**src/soc_pkg.sv**
```systemverilog
// ~~~~~~~~~~~~~~~~~~~~~~~~~~~~~~~~~~~~~~
// shared sizes, bus-cycle and block-port enums
// imported by every module of the subsystem
// ~~~~~~~~~~~~~~~~~~~~~~~~~~~~~~~~~~~~~~
package soc_pkg;

   // memory geometry
   localparam int ram_addr_w = 16;
   localparam int vram_addr_w = 14;

   // one sector of the block device
   localparam int sector_bytes = 512;

   // reset stretch after the last reset source falls
   localparam int reset_hold_cycles = 256;

   // block port lives at i/o 0..7, only bits 7:3 are compared
   localparam logic [7:0] io_block_base = 8'h00;

   // osd status: bit 0 is power-up reset, bit 2 is the menu reset entry
   localparam logic [7:0] status_reset_bits = 8'b0000_0101;

   // flops in front of the vsync edge detector
   localparam int irq_sync_stages = 2;

   // decoded processor bus cycle
   typedef enum logic [2:0] {
      op_idle,
      op_mem_rd,
      op_ram_wr,
      op_vram_wr,
      op_io_rd,
      op_io_wr,
      op_int_ack
   } bus_op_t;

   // block port register offsets, low three i/o address bits
   typedef enum logic [2:0] {
      reg_data = 3'd0,
      reg_cmd  = 3'd1,
      reg_lba0 = 3'd4,
      reg_lba1 = 3'd5,
      reg_lba2 = 3'd6,
      reg_lba3 = 3'd7
   } blk_reg_t;

   // command byte written to reg_cmd
   typedef enum logic [7:0] {
      cmd_none  = 8'd0,
      cmd_read  = 8'd1,
      cmd_write = 8'd2
   } blk_cmd_t;

   typedef enum logic [1:0] {
      blk_idle,
      blk_reading,
      blk_writing
   } blk_state_t;

endpackage

```
**src/vsync_irq.sv**
```systemverilog
// ~~~~~~~~~~~~~~~~~~~~~~~~~~~~~~~~~~~~~~
// vsync interrupt, set on the rising edge, cleared by int ack
// ~~~~~~~~~~~~~~~~~~~~~~~~~~~~~~~~~~~~~~
`timescale 1ns/1ps

module vsync_irq
   import soc_pkg::*;
(
   input  logic cpu_clock,
   input  logic core_reset,
   input  logic video_vs,
   input  logic int_ack,
   output logic cpu_irq
);

   // sync stages plus one flop of history for the edge
   logic [irq_sync_stages:0] vs_pipe;
   logic                     vs_rise;

   always_ff @(posedge cpu_clock) begin
      if (core_reset) begin
         vs_pipe <= '0;
      end else begin
         vs_pipe <= {vs_pipe[irq_sync_stages-1:0], video_vs};
      end
   end

   assign vs_rise = vs_pipe[irq_sync_stages-1] && !vs_pipe[irq_sync_stages];

   // held until acknowledged, ack beats a same-cycle edge
   always_ff @(posedge cpu_clock) begin
      if (core_reset) begin
         cpu_irq <= 1'b0;
      end else if (int_ack) begin
         cpu_irq <= 1'b0;
      end else if (vs_rise) begin
         cpu_irq <= 1'b1;
      end
   end

endmodule

```
**config.mk**
```make
export PLATFORM = sky130hd
export DESIGN_NAME = vsync_irq
export DESIGN_NICKNAME = d
export VERILOG_FILES = /design/src/soc_pkg.sv /design/src/vsync_irq.sv
export SDC_FILE = /design/constraint.sdc
export NUM_CORES = 1
export LEC_CHECK = 0
export BUFFER_PORTS_ARGS = -buffer_cell sky130_fd_sc_hd__buf_2
export CAP_MARGIN = 30
export CORE_AREA = 2 2 39 41
export DETAILED_ROUTE_END_ITERATION = 16
export DIE_AREA = 0 0 41 43
export SETUP_SLACK_MARGIN = 0.2
export SLEW_MARGIN = 10
export SYNTH_ARGS = -nofsm -noshare
export SYNTH_HDL_FRONTEND = slang
export SYNTH_SLANG_ARGS = --single-unit
```
**constraint.sdc**
```tcl
create_clock -name cpu_clock -period 1.7 [get_ports cpu_clock]
set_clock_uncertainty 0.05 [all_clocks]
set_input_delay 0.17 -clock cpu_clock [delete_from_list [all_inputs] [get_ports cpu_clock]]
set_output_delay 0.17 -clock cpu_clock [all_outputs]
set_load 0.005 [all_outputs]
```
# --- After elaboration in Yosys (flattened, before gate mapping) ---
# Index checks and enable logic that the tools add are counted.
totals:
  regBits: 4
  latch_bits: 0
  ramBits: 0
  romBits: 0
  inputBits: 4
  output_inout_bits: 1
  wordCells: 5
  memories: 0
op_classes:
  addsub: 0
  multipliers: 0
  div: 0
  n_lt_le_gt_ge: 0
  n_eq_ne: 0
  n_shift: 0
  muxes: 0
  bitwise_logic: 0
  reduce_logical: 3
op_table:
  columns: ["op", "n"]
  rows:
  - ["2-bit OR reduction", 1]
  - ["1-bit logical AND", 1]
  - ["1-bit logical NOT", 1]

# --- Logic depth before layout (Yosys ltp) ---
# Gate-level depths: netlist of the first run.
depth:
  word_depth: 2
  depth_mapped: 2
  depth_no_buf: 2

# --- Worst setup path after synthesis of the first run ---
# No wires, ideal clock.
synth_path:
  path_kind: "reg-to-reg"
  startpoint: "reg vs_pipe[1]"
  endpoint: "reg cpu_irq"
  setup_time_ps: 115
  arrival_time_ps: 538
  t_required_ps: 1535
  slack_ps: 997
  stages_incl_launch_ff: 3
  path_cell_list: "dfxtp_1 -> nor2b_4 -> o21a_1"
synth_via:
  elab_chain_len: 1
synth_lines:
  columns: ["item", "line", "rtl"]
  rows:
  - ["start: declaration", "vsync_irq.sv:17", "logic [irq_sync_stages:0] vs_pipe;"]
  - ["start signal: assignment", "vsync_irq.sv:24", "vs_pipe <= {vs_pipe[irq_sync_stages-1:0], video_vs};"]
  - ["1-bit logical AND", "vsync_irq.sv:28", "assign vs_rise = vs_pipe[irq_sync_stages-1] && !vs_pipe[irq_sync_stages];"]
  - ["end signal: assignment", "vsync_irq.sv:33", "cpu_irq <= 1'b0;"]
  - ["end signal: assignment", "vsync_irq.sv:35", "cpu_irq <= 1'b0;"]
  - ["end signal: assignment", "vsync_irq.sv:37", "cpu_irq <= 1'b1;"]
  - ["end: declaration", "vsync_irq.sv:13", "output logic cpu_irq"]
# Every way passes these cells.
# A chain may end at the register's enable or synchronous reset.

# --- Worst setup path after layout of the first run ---
layout_path:
  startpoint: "reg cpu_irq"
  endpoint: "out cpu_irq"
# No word-level cell between the ends.

==> flow_summary.yaml, run 1 <==
clock_tree:
  cts.path.max_buffers: 2
  cts_root_buffer: "clkbuf_4"
  cts_sinks: 4
  clk_pin_slew_ns: 0.04
  clock_latency_ns: 0.23
  cts_hold_buf: 0
  cts_tree: "done"
  htree_levels: 1
  cts_setup_buffers: 0
  cts-resized-gates: 0
  numCtsBuffers: 3
sta:
  finalCriticalPeriod_ns: 0.8758
  slew_headroom_pct: 93.20
  rsz0062_at_grt: "no"
  setup-violations-final: 0
  tightest_slew_ns: 0.1016
  period_share_pct: 51.52
  setup_ws_ns: 0.8242
  final_hold_viol_count: 0
  finalSetupTns_ns: 0
  maxSlewViolCount: 0
  max_freq_mhz: 1142
yosys:
  synth_area_per_cell_um2: 12.64
  syn_nets: 14
  synth.yosys.seq_area_share_pct: 63.37
  syn_area_um2: 126.4
  synth_warnings: 0
  yosys.cell_types.count: 6
  ys_ff_latch: 4
  synthCells: 10
die:
  ios: 5
  start_util_pct: 9.132
  core_area_mm2: 0.001384
  dieArea_mm2: 0.001763
  rows: 14
  die_w_um: 41
  fp.dieH_um: 43
global_route:
  grt_pass1_vias: 114
  grt_pass1_wl_um: 414
  grt_max_degree: 5
  antenna_found_initial: 0
  grt_usage_pct: 4.523
  overflow: 0
finish:
  area_growth_pct: 49.51
  final_cell_mix: "dfxtp_1, buf_2, clkbuf_4, nor2b_1"
  nNetsFinal: 23
  final_layout_size_suffix_gt1_share_pct: 52.94
  insertedDiodeCount: 0
  seq_area_um2: 80.08
  multiInputGateArea_um2: 46.29
  fillCellCount: 154
power:
  p_per_area_mw_per_mm2: 1183
  leakage_uw: 0.00008001
  peakVddDrop_v: 0.0003309
placed_design:
  portBuffers: 4
  place_congestion: 0.5053
  pre_cts_ws_ns: 0.9778
critical_path:
  critPathBufInv: 1
  critical_path_depth: 1
  worstSetupPathType: "register to output port"
  rr_worst_depth: 2
  cp-end-kind: "output port"
  arrival_ns: 0.66
  cp-start-kind: "register"
  crit_fanout: 2
  cp.required_ns: 1.48
  path_cells: "buf_2"
  path_delay_family: "flip-flops"
  cp_slowest_stage_delay_ns: 0.31
  cp_slowest_cell: "dfxtp_1"
drt:
  vias_per_cell: 2.606
  drt_pass1_iterations: 1
  drt_iter0_markers: 0
  totalWireLength_um: 199
  num_vias: 86
  drc: 0
  wire_per_inst_um: 6.030
  drtAntennaViolNets: 0
run:
  cap_violations: 0
hold_path:
  hold_path.class: "input pin to register"
  holdPathStages: 2
outcome:
  status: "complete, no violations"
==> synth_stat cells <==
cell type | number | area (µm²)
nor2_1 | 1 | 3.750
dfxtp_1 | 4 | 80.08
o21a_1 | 1 | 7.510
nor2b_2 | 1 | 8.760
nor2b_4 | 1 | 13.76
nor2b_1 | 2 | 12.51
==> power by group <==
group          internal [µW]  switching (µW)  leakage (µW)  total [µW]
clock network           78.8            35.9     0.0000138         115
logic                   6.35            3.39     0.0000334        9.74
registers               97.8            1.31     0.0000328        99.1
total                    183            40.6     0.0000800         223
==> cells by family after synthesis <==
| logic type | share of synthesized area [%] |
|---|---|
| AO/OA/AOI/OAI | 5.943 |
| flip-flops | 63.37 |
| AND/OR/NAND/NOR | 30.69 |
==> state kept, by name, summed over array words and instances (netlist names) <==
signal and cells:
vs_pipe 3, cpu_irq 1
==> per-layer routing <==
layer  share of wire (%)  track usage (%)
met5                   0                0
met1                  49            3.871
met2                  43            3.750
met4                   0            8.000
met3                 7.5            4.712
==> final timing paths <==
| check | startpoint | end | slack [ns] |
|---|---|---|---|
| setup / recovery | cpu_irq | cpu_irq | 0.82 |
| hold / removal | core_reset | vs_pipe[2] | 0.09 |
| setup reg to reg | vs_pipe[1] | cpu_irq | 0.97 |
| hold reg to reg | vs_pipe[0] | vs_pipe[1] | 0.39 |
==> layout make-up <==
cell class / instances / share of cell area [%]
multi-input combinational: 6 / 24.50
sequential: 4 / 42.38
clock buffer: 3 / 11.92
timing repair buffer: 4 / 10.60
tap: 16 / 10.60
==> through the flow <==
step	util, %	instances	hold slack (ns)	total power (µW)	area, µm²
2_1_floorplan	-	10	0.1858	104.9	126.4
3_3_place_gp	12.03	30	0.3271	110.0	166.4
3_5_place_dp	12.03	30	0.3332	110.5	166.4
4_1_cts	13.65	33	0.08038	235.3	188.9
5_1_grt	13.65	33	0.09110	242.5	188.9
6_report	13.65	33	0.09366	223.5	188.9
Note: power is estimated with default switching activity, not from simulation.
==> run 2, diff against run 1 <==
Clock period 1.7 ns to 0.8 ns, I/O delays scaled along.
==> flow_summary.yaml, run 2 (synthesis gave the netlist of run 1 again) <==
outcome:
  status: "complete, no violations"
clock_tree:
  numCtsBuffers: 3
  cts_sinks: 4
  clk_pin_slew_ns: 0.04
  cts_root_buffer: "clkbuf_4"
  htree_levels: 1
  cts_tree: "done"
  clock_latency_ns: 0.24
  cts.path.max_buffers: 2
critical_path:
  cp_slowest_stage_delay_ns: 0.31
  cp-end-kind: "output port"
  critPathBufInv: 1
  path_delay_family: "flip-flops"
  arrival_ns: 0.65
  cp-start-kind: "register"
  path_cells: "buf_6"
  worstSetupPathType: "register to output port"
  cp_slowest_cell: "dfxtp_2"
  cp.required_ns: 0.67
  crit_fanout: 2
power:
  peakVddDrop_v: 0.0007096
  leakage_uw: 0.00008807
  p_per_area_mw_per_mm2: 2316
  power_uw: 486.8
die:
  start_util_pct: 9.132
  ios: 5
  core_area_mm2: 0.001384
  rows: 14
  dieArea_mm2: 0.001763
  die_w_um: 41
  fp.dieH_um: 43
drt:
  wire_per_inst_um: 5.853
  drtAntennaViolNets: 0
  drt_pass1_iterations: 1
  num_vias: 88
  totalWireLength_um: 199
  drt_iter0_markers: 0
  drc: 0
  vias_per_cell: 2.588
sta:
  max_freq_mhz: 1276
  maxSlewViolCount: 0
  finalSetupTns_ns: 0
  finalCriticalPeriod_ns: 0.7837
  slew_headroom_pct: 93.27
  period_share_pct: 97.97
  final_hold_viol_count: 0
  tightest_slew_ns: 0.1008
  setup-violations-final: 0
  rsz0062_at_grt: "yes"
finish:
  largestRegisters: "vs_pipe: 3 flops, cpu_irq: 1 flops"
  largest_register_ff_count: 3
  area_growth_pct: 66.34
  final_layout_size_suffix_gt1_share_pct: 66.67
  top_register: "vs_pipe"
  insertedDiodeCount: 0
  final_cell_mix: "clkbuf_4, buf_2"
  fillCellCount: 150
  nNetsFinal: 24
placed_design:
  place_congestion: 0.5264
  portBuffers: 4
global_route:
  overflow: 0
  grt_pass1_vias: 87
  grt_usage_pct: 4.618
  grt_pass1_wl_um: 372
  antenna_found_initial: 0
  grt_max_degree: 5
hold_path:
  hold_path.class: "input pin to register"
run:
  cap_violations: 0
==> run 2: changes by cell type in the layout (fill, tap and decap cells not counted), sizes merged <==
| cell | change |
|---|---|
| buf | +1 |
==> run 2: report_power, final <==
| part | internal, µW | total, µW | switching [µW] |
|---|---|---|---|
| clock network | 168 | 250 | 82.3 |
| registers | 208 | 211 | 3.06 |
| logic | 17.2 | 25.3 | 8.12 |
==> run 2: path summary, 6_finish.rpt <==
kind	cells after the start	startpoint	endpoint	slack (ns)
worst max-delay path	1	cpu_irq	cpu_irq	0.02
worst min register to register	1	vs_pipe[0]	vs_pipe[1]	0.38
worst min-delay path	2	video_vs	vs_pipe[0]	0.005
worst max register to register	2	vs_pipe[1]	cpu_irq	0.05
==> run 2: per-layer routing <==
layer / wire length, µm / track usage (%)
met2: 53 / 2.188
met3: 47 / 9.424
met5: 0 / 0
met4: 0 / 6.000
met1: 99 / 3.859
==> run 2: repair_timing <==
item | in CTS | in global routing
endpoints found under the hold margin | 1 | 1
setup buffers | 1 | 0
pin swaps | 1 | 0
resized for setup | 3 | 1
endpoints found under the setup margin | 3 | 2
==> run 2: area by class of cell <==
type / count / area, µm² / area share [%]
clock buffers: 3 / 22.52 / 10.71
multi-input cells: 6 / 51.30 / 24.40
flip-flops and latches: 4 / 82.58 / 39.29
well taps: 16 / 20.02 / 9.524
repair buffers: 5 / 33.78 / 16.07
==> run 2: worst reg2reg max path, cell delays in order (launching register included) <==
cell and delay (ns):
dfxtp_2 0.31, nor2b_4 0.11, o21a_1 0.17
==> run 2: through the flow <==
stage                     utilization [%]  hold slack (ns)  cell area, µm²  cells  setup WS [ns]
after floorplan                         -          0.09579           126.4     10        0.09736
final                               15.19         0.005308           210.2     34        0.01628
after CTS                           14.74      -0.00008768           203.9     34       0.004687
after detailed placement            12.03           0.2438           166.4     30        0.08129
after global routing                15.19        -0.009441           210.2     34       -0.01819
after global placement              12.03           0.2384           166.4     30        0.08561
