`src/soc_pkg.sv`:
```
// ~~~~~~~~~~~~~~~~~~~~~~~~~~~~~~~~~~~~~~
// shared sizes, bus-cycle and block-port enums
// imported by every module of the subsystem
// ~~~~~~~~~~~~~~~~~~~~~~~~~~~~~~~~~~~~~~
package soc_pkg;

   // memory geometry
   localparam int ram_addr_w = 16;
   localparam int vram_addr_w = 14;

   // one sector of the block device
   localparam int sector_bytes = 512;

   // reset stretch after the last reset source falls
   localparam int reset_hold_cycles = 256;

   // block port lives at i/o 0..7, only bits 7:3 are compared
   localparam logic [7:0] io_block_base = 8'h00;

   // osd status: bit 0 is power-up reset, bit 2 is the menu reset entry
   localparam logic [7:0] status_reset_bits = 8'b0000_0101;

   // flops in front of the vsync edge detector
   localparam int irq_sync_stages = 2;

   // decoded processor bus cycle
   typedef enum logic [2:0] {
      op_idle,
      op_mem_rd,
      op_ram_wr,
      op_vram_wr,
      op_io_rd,
      op_io_wr,
      op_int_ack
   } bus_op_t;

   // block port register offsets, low three i/o address bits
   typedef enum logic [2:0] {
      reg_data = 3'd0,
      reg_cmd  = 3'd1,
      reg_lba0 = 3'd4,
      reg_lba1 = 3'd5,
      reg_lba2 = 3'd6,
      reg_lba3 = 3'd7
   } blk_reg_t;

   // command byte written to reg_cmd
   typedef enum logic [7:0] {
      cmd_none  = 8'd0,
      cmd_read  = 8'd1,
      cmd_write = 8'd2
   } blk_cmd_t;

   typedef enum logic [1:0] {
      blk_idle,
      blk_reading,
      blk_writing
   } blk_state_t;

endpackage

```
`src/soc_bus_ctrl.sv`:
```
// ~~~~~~~~~~~~~~~~~~~~~~~~~~~~~~~~~~~~~~
// bus cycle decode, read data mux and reset stretch
// one datapath strobe per cycle, read data one cycle later
// ~~~~~~~~~~~~~~~~~~~~~~~~~~~~~~~~~~~~~~
`timescale 1ns/1ps

module soc_bus_ctrl
   import soc_pkg::*;
(
   input  logic                  cpu_clock,
   input  logic                  cpu_reset,
   input  logic [7:0]            osd_status,
   input  logic                  dio_download,
   input  logic [ram_addr_w-1:0] cpu_addr,
   input  logic                  cpu_mreq,
   input  logic                  cpu_iorq,
   input  logic                  cpu_rd,
   input  logic                  cpu_wr,
   input  logic                  cpu_m1,
   output logic [7:0]            cpu_din,
   output logic                  core_reset,
   output logic                  ram_rd,
   output logic                  ram_wr,
   output logic                  vram_wr,
   output logic                  blk_rd,
   output logic                  blk_wr,
   output logic [2:0]            blk_addr,
   output logic                  int_ack,
   input  logic [7:0]            ram_q,
   input  logic [7:0]            blk_q
);

   localparam int cnt_w = $clog2(reset_hold_cycles);
   localparam logic [cnt_w-1:0] cnt_last = cnt_w'(reset_hold_cycles - 1);

   bus_op_t          op;
   bus_op_t          rd_op_q;
   logic             io_sel;
   logic             io_rd_cycle;
   logic             hold;
   logic [cnt_w-1:0] hold_cnt;

   // block port page match on the low address byte
   assign io_sel = cpu_addr[7:3] == io_block_base[7:3];
   // any i/o read, mapped or not, selects the next cpu_din source
   assign io_rd_cycle = !dio_download && cpu_iorq && cpu_rd && !cpu_m1;

   // classify the cycle, download mutes the processor completely
   always_comb begin
      op = op_idle;
      if (!dio_download) begin
         if (cpu_mreq && cpu_wr) begin
            // a15 picks main ram, low half goes to video ram
            op = cpu_addr[ram_addr_w-1] ? op_ram_wr : op_vram_wr;
         end else if (cpu_mreq && (cpu_rd || cpu_m1)) begin
            op = op_mem_rd;
         end else if (cpu_iorq && cpu_m1) begin
            op = op_int_ack;
         end else if (cpu_iorq && io_sel && cpu_rd) begin
            op = op_io_rd;
         end else if (cpu_iorq && io_sel && cpu_wr) begin
            op = op_io_wr;
         end
      end
   end

   assign ram_rd   = op == op_mem_rd;
   assign ram_wr   = op == op_ram_wr;
   assign vram_wr  = op == op_vram_wr;
   assign blk_rd   = op == op_io_rd;
   assign blk_wr   = op == op_io_wr;
   assign int_ack  = op == op_int_ack;
   assign blk_addr = cpu_addr[2:0];

   // remember where the last read went, unmapped i/o stays op_idle
   always_ff @(posedge cpu_clock) begin
      if (cpu_reset) begin
         rd_op_q <= op_idle;
      end else if (ram_rd || io_rd_cycle) begin
         rd_op_q <= op;
      end
   end

   // source registers only reload on their own strobe, so this holds
   always_comb begin
      case (rd_op_q)
         op_mem_rd: cpu_din = ram_q;
         op_io_rd:  cpu_din = blk_q;
         default:   cpu_din = 8'h00;
      endcase
   end

   assign hold = cpu_reset || dio_download || |(osd_status & status_reset_bits);

   // counter restarts on every reset source
   // registered output adds the last cycle of the stretch
   always_ff @(posedge cpu_clock) begin
      if (hold) begin
         hold_cnt   <= '0;
         core_reset <= 1'b1;
      end else begin
         if (hold_cnt != cnt_last) begin
            hold_cnt <= hold_cnt + 1'b1;
         end
         core_reset <= hold_cnt != cnt_last;
      end
   end

   // datapath blocks each assume they own the cycle
   a_one_strobe: assert property (@(posedge cpu_clock) disable iff (cpu_reset)
      $onehot0({ram_rd, ram_wr, vram_wr, blk_rd, blk_wr, int_ack}))
      else $error("more than one datapath strobe in a cycle");

endmodule

```
`config.mk`:
```
export PLATFORM = sky130hd
export DESIGN_NAME = soc_bus_ctrl
export DESIGN_NICKNAME = d
export VERILOG_FILES = /design/src/soc_pkg.sv /design/src/soc_bus_ctrl.sv
export SDC_FILE = /design/constraint.sdc
export NUM_CORES = 1
export LEC_CHECK = 0
export BUFFER_PORTS_ARGS = -buffer_cell sky130_fd_sc_hd__buf_2
export CAP_MARGIN = 40
export CORE_MARGIN = 1.5
export CORE_UTILIZATION = 43
export DETAILED_ROUTE_END_ITERATION = 7
export GPL_ROUTABILITY_DRIVEN = 0
export GPL_TIMING_DRIVEN = 1
export MAX_ROUTING_LAYER = met4
export PLACE_DENSITY = 0.83
export SLEW_MARGIN = 10
export SYNTH_ARGS = -nofsm -noshare
export SYNTH_HDL_FRONTEND = slang
export SYNTH_SLANG_ARGS = --single-unit
```
`constraint.sdc`:
```
create_clock -name cpu_clock -period 4.1 [get_ports cpu_clock]
set_clock_uncertainty 0.1 [all_clocks]
set_input_delay 0.82 -clock cpu_clock [delete_from_list [all_inputs] [get_ports cpu_clock]]
set_output_delay 0.82 -clock cpu_clock [all_outputs]
set_load 0.02 [all_outputs]
```
==> Yosys cells after proc, flatten, opt, wreduce, memory -nomap -nowiden <==
Index checks and enable logic that the tools add are counted.
{ "classes": {"reduce_logical": 17, "muxes": 8, "eq_ne": 9, "addsub": 1} }
{ "ops": {"columns": ["cell", "n"], "rows": [
  ["$mux 3", 6],
  ["$pmux 8 s2", 1],
  ["$eq 3x3->1 const B", 4],
  ["$logic_and 1x1->1", 9],
  ["$add 8x1->8 const B", 1],
  ["$ne 8x8->1 const B", 1],
  ["$eq 3x1->1 const B", 2],
  ["$eq 3x2->1 const B", 2],
  ["$logic_not 5->1", 1],
  ["$logic_or 1x1->1", 4],
  ["$logic_not 1->1", 2],
  ["$reduce_or 2->1", 1],
  ["$mux 1", 1]
]} }
{ "word_totals": {"reg_bits": 12, "out_inout_bits": 18} }

==> Longest topological paths before layout <==
{ "logic_depth": {"word_depth": 11, "depth_mapped": 5} }

==> Worst setup path before layout <==
OpenSTA, ideal clock, no wires.
{ "synth_path": {"path_type": "input -> output", "startpoint": "input port cpu_addr[4]", "endpoint": "output port vram_wr", "arrival_ns": 2.049, "setup_slack_ns": 1.131, "required_time_ns": 3.180, "path_buffers": 0, "stages": 4, "path_cell_list": "nor4b_4 -> a41oi_1 -> or2_4 -> nor4b_2"} }
{ "synth_via": {"elab_chain_len": 10, "word_cells_on_any_way": 11, "classes_between": "1 x eq/ne; 6 x mux; 4 x reduce/logical"} }
{ "synth_lines": {"columns": ["item", "line", "source"], "rows": [
  ["from (decl)", "soc_bus_ctrl.sv:14", "input logic [ram_addr_w-1:0] cpu_addr,"],
  ["$logic_not 5->1 *", "soc_bus_ctrl.sv:44", "assign io_sel = cpu_addr[7:3] == io_block_base[7:3];"],
  ["$logic_and 1x1->1 *", "soc_bus_ctrl.sv:59, soc_bus_ctrl.sv:61", null],
  ["$logic_and 1x1->1", "soc_bus_ctrl.sv:61", "end else if (cpu_iorq && io_sel && cpu_wr) begin"],
  ["$mux 3", "soc_bus_ctrl.sv:61", null],
  ["$mux 3 *", "soc_bus_ctrl.sv:59", "end else if (cpu_iorq && io_sel && cpu_rd) begin"],
  ["$mux 3 *", "soc_bus_ctrl.sv:57", "end else if (cpu_iorq && cpu_m1) begin"],
  ["$mux 3 *", "soc_bus_ctrl.sv:55", "end else if (cpu_mreq && (cpu_rd || cpu_m1)) begin"],
  ["$mux 3 *", "soc_bus_ctrl.sv:52", "if (cpu_mreq && cpu_wr) begin"],
  ["$mux 3 *", "soc_bus_ctrl.sv:51", "if (!dio_download) begin"],
  ["$eq 3x2->1 *", "soc_bus_ctrl.sv:69", "assign vram_wr = op == op_vram_wr;"],
  ["to (decl)", "soc_bus_ctrl.sv:24", "output logic vram_wr,"]
]} }
Every way passes the cells marked *; elsewhere a longest branch is shown, timed or not.

==> Worst setup path in the final report <==
Ends and elaborated chain as after synthesis.

==> impl_metrics.json <==
{
  "core_area_mm2": 0.00200,
  "rsz0062_at_grt": "no",
  "net-switching-power_mw": 0.0744,
  "ctsHoldBuffers": 0,
  "setup_tns_ns": 0,
  "clock_sinks": 12,
  "synth_most_common_cell": "nor2_1",
  "vias": 952,
  "postRouteWirelength_mm": 2.23,
  "cts_tree": "done",
  "yosys_most_used_dff": "dfxtp_1",
  "internal-power_mw": 0.197,
  "clk_path_buf_depth": 2,
  "synth_top_cells_by_area": "dfxtp_1 26%, nor2_1 6.8%, a22oi_1 6.4%",
  "hp-class": "reg2reg",
  "drc": 0,
  "numCtsBuffers": 3,
  "avgSynthCellArea_um2": 8.72,
  "first_global_vias": 837,
  "die_area_mm2": 0.00246,
  "hold_viol": 0,
  "synth_nets": 156,
  "utilization_pct": 58.6,
  "hpwl_mm": 1.83,
  "portBuffers": 46,
  "synth_area_um2": 933,
  "ant_nets": 0,
  "yosysWarnings": 0,
  "antenna_cells": 0,
  "drtPass1Iterations": 4,
  "synth_top_area_share_pct": 25.7,
  "h-tree-depth": 1,
  "detail_route.iter0.violations": 18,
  "grt_max_degree": 12,
  "crit_required_ns": 3.18,
  "finalCritPeriodShare_pct": 77.9,
  "max_slew_margin_pct": 63.8,
  "nets": 198,
  "max-vdd-ir-drop_mv": 0.196,
  "clk_latency_ns": 0.27,
  "clkTransAtPathRegs_ns": 0.08,
  "critPathArrivalTime_ns": 2.27,
  "outcome": "complete, no violations",
  "max_cap_viol_count": 0,
  "max_freq_mhz": 313,
  "area_delta_synth_final_pct": 25.6,
  "critPathCaptureType": "primary output",
  "synth_edf_count": 0,
  "yosysTopAreaCell": "dfxtp_1",
  "via_per_inst": 5.44,
  "grt_pass1_wl_mm": 3.54,
  "tightest_slew_ns": 0.542,
  "slew_violations": 0,
  "synth_cells": 107,
  "rows": 16,
  "final-setup-viol-count": 0,
  "initial_utilization_pct": 46.6,
  "layout-drive-gt1-share_pct": 41.9,
  "die_y_um": 49.6,
  "cts_setup_buffers": 0,
  "cts.repair.resized": 0,
  "ios": 66,
  "swShare_pct": 27.4,
  "comb_power_share_pct": 21.3,
  "globalRouteOverflowTotal": 0,
  "p_leak_nw": 0.511,
  "start_kind": "primary input",
  "synthTopCellsByCount": "17 x nor2_1, 12 x dfxtp_1, 8 x a22oi_1",
  "die_w_um": 49.6,
  "p_clk_share_pct": 34.9,
  "grtUsageTotal_pct": 18.4,
  "nFillCells": 188,
  "yosysSeqAreaShare_pct": 25.7,
  "antenna_found_initial": 0,
  "async_flop_share_pct": 0,
  "cp_max_fo": 6,
  "criticalPathCategory": "in2out",
  "wl_per_cell_um": 12.7,
  "yosysUniqueCellTypes": 48,
  "fin_crit_ns": 3.19,
  "root_buffer": "clkbuf_4",
  "pwr-share-seq_pct": 43.8,
  "powerDensity_mw_per_mm2": 231,
  "ys_ff_latch": 12
}
state kept, by name, summed over array words and instances (netlist names):
name / count
rd_op_q: 3
core_reset: 1
hold_cnt: 8
cell type report:
type | instances | area, µm² | share of cell area (%)
multi-input combinational | 85 | 628 | 53.6
timing repair buffer | 46 | 230 | 19.6
tap | 27 | 33.8 | 2.88
clock buffer | 4 | 36.3 | 3.09
inverter | 1 | 3.75 | 0.320
sequential | 12 | 240 | 20.5
power groups by stage:
stage | Sequential, mW | Combinational, mW | Clock (mW)
6_report | 0.119 | 0.0579 | 0.0947
5_1_grt | 0.119 | 0.0627 | 0.101
4_1_cts | 0.119 | 0.0578 | 0.0951
3_5_place_dp | 0.122 | 0.0576 | 0
3_3_place_gp | 0.121 | 0.0551 | 0
2_1_floorplan | 0.121 | 0.0374 | 0
metal layers:
| metal | track usage (%) | up-vias | part of all wire (%) |
|---|---|---|---|
| met1 | 21.4 | 444 | 43 |
| met4 | 1.39 | 0 | 0 |
| met5 | - | - | 0 |
| met2 | 33.1 | 20 | 54 |
| met3 | 4.85 | 0 | 3.5 |
| li1 | - | 488 | - |
worst paths after layout:
kind	startpoint	end	slack [ns]	depth (start not counted)
hold / removal	hold_cnt[5]	hold_cnt[5]	0.43	2
setup / recovery	cpu_addr[4]	vram_wr	0.91	6
hold reg to reg	hold_cnt[5]	hold_cnt[5]	0.43	2
setup reg to reg	hold_cnt[0]	hold_cnt[4]	2.58	5
worst max-delay path: stages:
cell     delay (ns)
buf_2          0.12
nor4b_4        0.30
a41oi_1        0.24
or2_4          0.32
nor4b_2        0.26
buf_2          0.21
cell families after synthesis:
kind of cell | count (synthesis) | synth area share [%]
AO/OA/AOI/OAI | 29 | 25.6
XOR/XNOR | 4 | 3.75
adder cells (fa/ha/maj) | 1 | 1.34
AND/OR/NAND/NOR | 50 | 35.5
multiplexers | 1 | 1.07
flip-flops | 12 | 25.7
buffers and inverters | 10 | 6.97
layout by cell type, fill, tap and decap left out, types with 2 or more instances in the layout:
cell / instances
buf_2: 46
nor2_1: 17
dfxtp_1: 12
a22oi_1: 8
nor2b_1: 5
nand2_1: 5
xnor2_1: 4
a21oi_1: 3
clkbuf_4: 3
nor4b_4: 2
o31a_1: 2
or2_1: 2
and3_1: 2
nand3b_1: 2
or4_1: 2
o21bai_1: 2
nand3_1: 2
stage by stage:
step	cells	instance area [µm²]	hold slack [ns]	setup WS [ns]	power [mW]
final	175	1170	0.427	0.906	0.271
after global routing	175	1170	0.459	0.869	0.282
after CTS	175	1170	0.423	0.914	0.272
after detailed placement	171	1140	0.401	0.919	0.179
after global placement	171	1140	0.397	0.990	0.177
after floorplan	107	933	0.373	1.13	0.158
No activity file was read; power rests on OpenSTA's default activity.
